`config.mk`:
```
export PLATFORM = sky130hd
export DESIGN_NAME = pagerank_ctrl
export DESIGN_NICKNAME = d
export VERILOG_FILES = /design/src/design/graph_pkg.sv /design/src/design/fsm_pkg.sv /design/src/design/pagerank_ctrl.sv
export VERILOG_INCLUDE_DIRS = /design/src /design/src/design
export SDC_FILE = /design/constraint.sdc
export NUM_CORES = 1
export LEC_CHECK = 0
export BUFFER_PORTS_ARGS = -buffer_cell sky130_fd_sc_hd__buf_2
export CORE_AREA = 3 3 60 62
export CTS_BUF_LIST = sky130_fd_sc_hd__clkbuf_8
export DETAILED_ROUTE_END_ITERATION = 12
export DIE_AREA = 0 0 63 65
export GPL_ROUTABILITY_DRIVEN = 0
export PLACE_DENSITY = 0.92
export SYNTH_ARGS = -nofsm -noshare
export SYNTH_HDL_FRONTEND = slang
export SYNTH_SLANG_ARGS = --single-unit
```
`constraint.sdc`:
```
create_clock -name clock -period 3.5 [get_ports clock]
set_input_delay 1.05 -clock clock [delete_from_list [all_inputs] [get_ports clock]]
set_output_delay 1.05 -clock clock [all_outputs]
set_load 0.01 [all_outputs]
```
`src/design/pagerank_cfg.svh`:
```
`ifndef PAGERANK_CFG_SVH
`define PAGERANK_CFG_SVH

// Graph size and edge slots per node
`define NUM_NODES 8
`define MAX_DEGREE 4

// Q16 ranks
`define FRAC_BITS 16

// Hard stop when the ranks never settle
`define MAX_ITERATIONS 64

`endif

```
`src/design/graph_pkg.sv`:
```
`include "pagerank_cfg.svh"

package graph_pkg;

    // Unsigned fixed point with FRAC_BITS fraction bits
    typedef logic [31:0] rank_t;

    typedef logic [$clog2(`NUM_NODES)-1:0] node_id_t;

    typedef logic [$clog2(`MAX_DEGREE)-1:0] slot_t;

    // Needs one extra bit so a full node can say MAX_DEGREE
    typedef logic [$clog2(`MAX_DEGREE):0] degree_t;

    typedef logic [7:0] iter_t;

    localparam rank_t RANK_ONE = rank_t'(1) << `FRAC_BITS;

endpackage

```
`src/design/fsm_pkg.sv`:
```
package fsm_pkg;

    typedef enum logic [2:0] {
        CTRL_IDLE,
        CTRL_SCATTER,
        CTRL_DAMP,
        CTRL_DELTA,
        CTRL_CHECK,
        CTRL_DONE
    } ctrl_state_t;

    typedef enum logic [2:0] {
        SC_IDLE,
        SC_SCAN,
        SC_EMIT,
        SC_NEXT,
        SC_FINISH
    } scatter_state_t;

endpackage

```
`src/design/pagerank_ctrl.sv`:
```
`timescale 1ns/1ps
`include "pagerank_cfg.svh"

module pagerank_ctrl (
    input  logic             clock,
    input  logic             reset_n,
    input  logic             start,
    input  logic             scatter_done,
    input  graph_pkg::rank_t delta,
    input  graph_pkg::rank_t threshold,
    output logic             scatter_go,
    output logic             init,
    output logic             damp,
    output logic             delta_go,
    output logic             busy,
    output logic             done,
    output logic             load_ok,
    output graph_pkg::iter_t iterations
);

    fsm_pkg::ctrl_state_t state;
    graph_pkg::iter_t     iter_next;
    logic                 idle_like;
    logic                 accept;
    logic                 finished;

    assign idle_like = (state == fsm_pkg::CTRL_IDLE) || (state == fsm_pkg::CTRL_DONE);
    assign accept    = start && idle_like;
    assign iter_next = iterations + graph_pkg::iter_t'(1);

    // Converged, or out of iterations
    assign finished = (delta < threshold) ||
                      (iter_next == graph_pkg::iter_t'(`MAX_ITERATIONS));

    assign init       = accept;
    assign scatter_go = accept || (state == fsm_pkg::CTRL_CHECK && !finished);
    assign damp       = (state == fsm_pkg::CTRL_DAMP);
    assign delta_go   = (state == fsm_pkg::CTRL_DELTA);
    assign busy       = !idle_like;
    assign done       = (state == fsm_pkg::CTRL_DONE);
    assign load_ok    = idle_like;

    always_ff @(posedge clock, negedge reset_n) begin
        if (!reset_n) begin
            state      <= fsm_pkg::CTRL_IDLE;
            iterations <= '0;
        end else begin
            case (state)
                fsm_pkg::CTRL_IDLE, fsm_pkg::CTRL_DONE: begin
                    if (accept) begin
                        iterations <= '0;
                        state      <= fsm_pkg::CTRL_SCATTER;
                    end
                end
                fsm_pkg::CTRL_SCATTER: begin
                    if (scatter_done) begin
                        state <= fsm_pkg::CTRL_DAMP;
                    end
                end
                fsm_pkg::CTRL_DAMP: begin
                    state <= fsm_pkg::CTRL_DELTA;
                end
                fsm_pkg::CTRL_DELTA: begin
                    state <= fsm_pkg::CTRL_CHECK;
                end
                fsm_pkg::CTRL_CHECK: begin
                    iterations <= iter_next;
                    state      <= finished ? fsm_pkg::CTRL_DONE : fsm_pkg::CTRL_SCATTER;
                end
                default: begin
                    state <= fsm_pkg::CTRL_IDLE;
                end
            endcase
        end
    end

endmodule

```
Word-level counts from Yosys, hierarchy flattened
Cells that the tools add are included.
Cells by class
  multipliers: 0
  div/mod/pow operators: 0
  magnitude comparators: 1
  bitwise operators: 0
  equal/unequal tests: 8
  shifts and indexed selects: 0
  add/subtract/negate cells: 1
  multiplexer cells: 6
  reduce and logical (&&, ||, !) cells: 12
Operators by type and width (count)
  < comparator 32 bit: 1
  one-hot mux 8 bit (2 select lines): 1
  one-hot mux 3 bit (5 select lines): 1
  2-to-1 mux 3 bit: 3
  adder 8 x 1 -> 8 bit (second input constant): 1
  equality test 8 x 7 -> 1 bit (second input constant): 1
  2-to-1 mux 8 bit: 1
  equality test 3 x 2 -> 1 bit (second input constant): 2
  equality test 3 bit (second input constant): 2
  != test 2 bit (second input constant): 2
  AND reduction 2 bit: 2
  equality test 3 x 1 -> 1 bit (second input constant): 1
  zero test 3 bit: 1
  logical OR 1 bit: 3
  logical AND 1 bit: 2
  zero test 1 bit: 2
  nonzero test 2 bit: 1
  OR reduction 2 bit: 1
Storage, ports and cells
  output and inout port bits: 15
  register bits after elaboration: 11
  memories: 0
  ROM bits: 0
  logic and storage cells: 30
  bits in latches: 0
  memory bits (writable): 0
  bits of input ports: 68

Depth between registers and ports, before layout
  depth in word-level cells: 6
  gate-level depth with buffers: 8
  mapped depth without buffers: 8

Worst setup path before layout
Ideal clock, no wire load.
  path kind: in2out
  start point: in threshold[30]
  end point: out scatter_go
  path buffers: 0
  stages on the path: 7
  arrival: 2.409 ns
  slack: 0.041 ns
  path through: inv_1 > ha_1 > a21oi_1 > nand2_1 > a221o_1 > a2111oi_2 > o21ai_1
Between the ends
  cells in the longest elaborated chain, start to end: 5
Ends and longest elaborated chain
  start: declaration: line pagerank_ctrl.sv:10  | input graph_pkg::rank_t threshold,
  < comparator 32 bit: line pagerank_ctrl.sv:32  | assign finished = (delta < threshold) ||
  logical OR 1 bit: line pagerank_ctrl.sv:32
  zero test 1 bit: line pagerank_ctrl.sv:36  | assign scatter_go = accept || (state == fsm_pkg::CTRL_CHECK && !finished);
  logical AND 1 bit: line pagerank_ctrl.sv:36
  logical OR 1 bit: line pagerank_ctrl.sv:36
  end: declaration: line pagerank_ctrl.sv:11  | output logic scatter_go,
No other way between the ends.

Worst setup path after layout
  start point: in threshold[21]
  end point: out scatter_go
Same word-level chain as after synthesis.

==> results.py <==
metrics = {
    "status": {
        "outcome": "finished, violations left",
        "violations": "negative setup slack",
    },
    "critical_path": {
        "ff2ff_path_depth": 5,
        "cp-end-kind": "output pin",
        "critPathKind": "primary input to output pin",
        "reg2reg_slack_ps": 1930,
        "crit_path_start_kind": "primary input",
        "rr_endpoint": "iterations[4]",
        "cp_max_fo": 2,
        "cp.required_ps": 2450,
        "crit_path_end": "scatter_go",
        "arrival_ps": 2650,
        "r2r_start": "state[0]",
        "startpoint": "threshold[21]",
    },
    "drt": {
        "vias": 1732,
        "first_pass_iters": 4,
        "post_drt_wl_per_cell_um": 13.7,
        "drtIter0Drc": 120,
        "ant_nets": 0,
        "viasPerCell": 5.30,
        "routed_wl_um": 4470,
        "drcViolationCount": 0,
    },
    "floorplanning": {
        "num_io_pins": 83,
        "core_um2": 3080,
        "initial_utilization_pct": 46.6,
        "die_width_um": 63,
        "row_count": 20,
        "die_h_um": 65,
        "die_area_um2": 4100,
    },
    "global_route": {
        "grt_pass1_vias": 1727,
        "overflow": 0,
        "grt_max_degree": 12,
        "grt_pass1_wl_um": 6890,
        "antenna_found_initial": 0,
        "gr-usage-all-layers_pct": 20.8,
    },
    "sta": {
        "rsz0062_at_grt": "true",
        "max_freq_mhz": 270,
        "max_slew_margin_pct": 75.7,
        "worst_slack_ps": -200,
        "max_slew.worst_pin.slew_ps": 364,
        "fin_worst_skew_ps": 6.82,
        "final-setup-viol-count": 1,
        "hold_violations": 0,
        "finalCritPeriodShare_pct": 106,
        "finalMaxSlewViolations": 0,
        "finalCriticalPeriod_ps": 3700,
        "hold_slack_ps": 560,
    },
    "cts": {
        "h-tree-depth": 1,
        "clkSinkCount": 11,
        "cts_tree": "built",
        "cts-buffers-inserted": 3,
        "cts-root-buf": "clkbuf_8",
        "clock_path_buffers": 2,
        "insertion_delay_ps": 240,
        "clkTransAtPathRegs_ps": 50,
    },
    "layout": {
        "finalCoreUtilization_pct": 76.6,
        "drive_gt1_share_pct": 48.1,
        "final_cell_mix": "buf_2 (72), inv_1 (26), ha_1 (17)",
        "area_growth_pct": 64.3,
        "fin_cells": 327,
        "final_common_cell": "buf_2",
        "fin_area_um2": 2360,
        "register_area_um2": 275,
        "num_antenna_cells": 0,
        "multiInputGateArea_um2": 1310,
        "num-fill-cells": 213,
        "nNetsFinal": 384,
    },
    "place": {
        "dp_hpwl_um": 3210,
        "place.detailed.instances": 321,
        "placed_cell_area_um2": 1940,
        "portBuffers": 82,
    },
    "power_and_ir_drop": {
        "internal_power_w": 0.000431,
        "combPwrFrac_pct": 56.0,
        "switching_share_pct": 43.0,
        "p_clk_share_pct": 16.5,
        "switchingPower_w": 0.000325,
        "leakage_nw": 1.27,
        "p_seq_share_pct": 27.5,
        "power_density_nw_per_um2": 321,
        "ir_drop_mv": 0.122,
        "total_power_w": 0.000756,
    },
    "run": {
        "maxCapViolCount": 0,
    },
    "yosys": {
        "netlist.area_leader.share_pct": 27.9,
        "postSynthAreaPerCell_um2": 7.51,
        "syn_nets": 291,
        "syn-cell-area_um2": 1440,
        "yosysTopAreaCell": "ha_1",
        "synth-seq-cells": 11,
        "yosys.cell_types.count": 32,
        "syn_inst": 191,
        "synth-seq-area-share_pct": 19.2,
        "yosys-top-cells-area": "ha_1 (28%), dfrtp_1 (19%), inv_1 (9.2%)",
        "yosysWarningCount": 0,
    },
    "min_path": {
        "min_path_type": "flip-flop to flip-flop",
    },
}
==> critical path, stage by stage <==
cell and delay [ps]:
buf_2 100, inv_1 80, ha_4 210, a21oi_2 130
o21ai_1 90, a221o_1 370, a2111oi_4 380, o21ai_1 90
buf_2 140
==> power groups by stage <==
stage	Clock (W)	Sequential, W	Combinational, W
after global routing	0.000133	0.000215	0.000474
after detailed placement	0	0.000209	0.000362
final	0.000125	0.000208	0.000424
after CTS	0.000127	0.000207	0.000402
after global placement	0	0.000208	0.000347
after floorplan	0	0.000185	0.000241
==> synthesized netlist by cell type <==
library cell and n:
inv_1 35, ha_1 32, nand2_1 21, a21oi_1 16, o21ai_0 14, dfrtp_1 11, nand3_1 11, nor2_1 11
and3_1 5, clkbuf_1 3, nand4_1 3, a2111oi_2 2, a21o_1 2, and4_1 2, nand2b_1 2, nor3_1 2
o21ai_1 2, o31ai_1 2, xor2_1 2, a221o_1 1, a31o_2 1, a31oi_1 1, and2_1 1, buf_2 1
mux2i_1 1, nand2b_4 1, nand4b_1 1, nor4_1 1, nor4_2 1, nor4b_1 1, o32ai_1 1, xnor2_1 1
==> cell type report <==
cell class | instances | share of cell area, %
multi-input cells | 141 | 55.4
repair buffers | 92 | 23.1
flip-flops and latches | 11 | 11.7
inverters | 35 | 5.57
well taps | 44 | 2.34
clock buffers | 3 | 1.75
clock inverters | 1 | 0.159
==> worst min-delay path by stage <==
stage / from / end / slack [ps] / depth (start not counted)
after global placement: iterations[5] / iterations[5] / 540 / 1
after floorplan: state[1] / state[0] / 530 / 1
final: iterations[4] / iterations[4] / 560 / 1
after detailed placement: iterations[4] / iterations[4] / 540 / 1
after CTS: iterations[4] / iterations[4] / 550 / 1
after global routing: iterations[4] / iterations[4] / 570 / 1
==> timing repair <==
action / in CTS / in global routing
resized for setup: 44 / 14
pin swaps: 17 / 7
endpoints found under the setup margin: 1 / 1
hold buffers: 0 / 0
endpoints found under the hold margin: 0 / 0
buffers inserted: 1 / 1
==> metrics by stage <==
stage                     TNS (ps)  worst slack [ps]
after floorplan                  0              41.4
after global placement        -263              -263
after detailed placement      -275              -275
after CTS                     -127              -127
after global routing          -305              -305
final                         -200              -200
==> sequential cells by signal, summed over array words and instances (netlist names) <==
register and flops:
iterations 8, state 3
==> kinds of logic after synthesis <==
group,share of synthesized area (%)
simple gates,22.4
mux,0.697
flops,19.2
compound gates,17.7
xor+xnor,1.83
buf+inv,10.3
fa+ha+maj,27.9
==> metal layers <==
layer,GRT usage (%),part of all wire [%],vias up
met5,0,0,-
met4,9.64,3.0,0
met3,4.51,7.1,18
met2,41.2,55,73
met1,20.2,35,794
li1,-,-,847
Power figures use the tool's default switching activity.
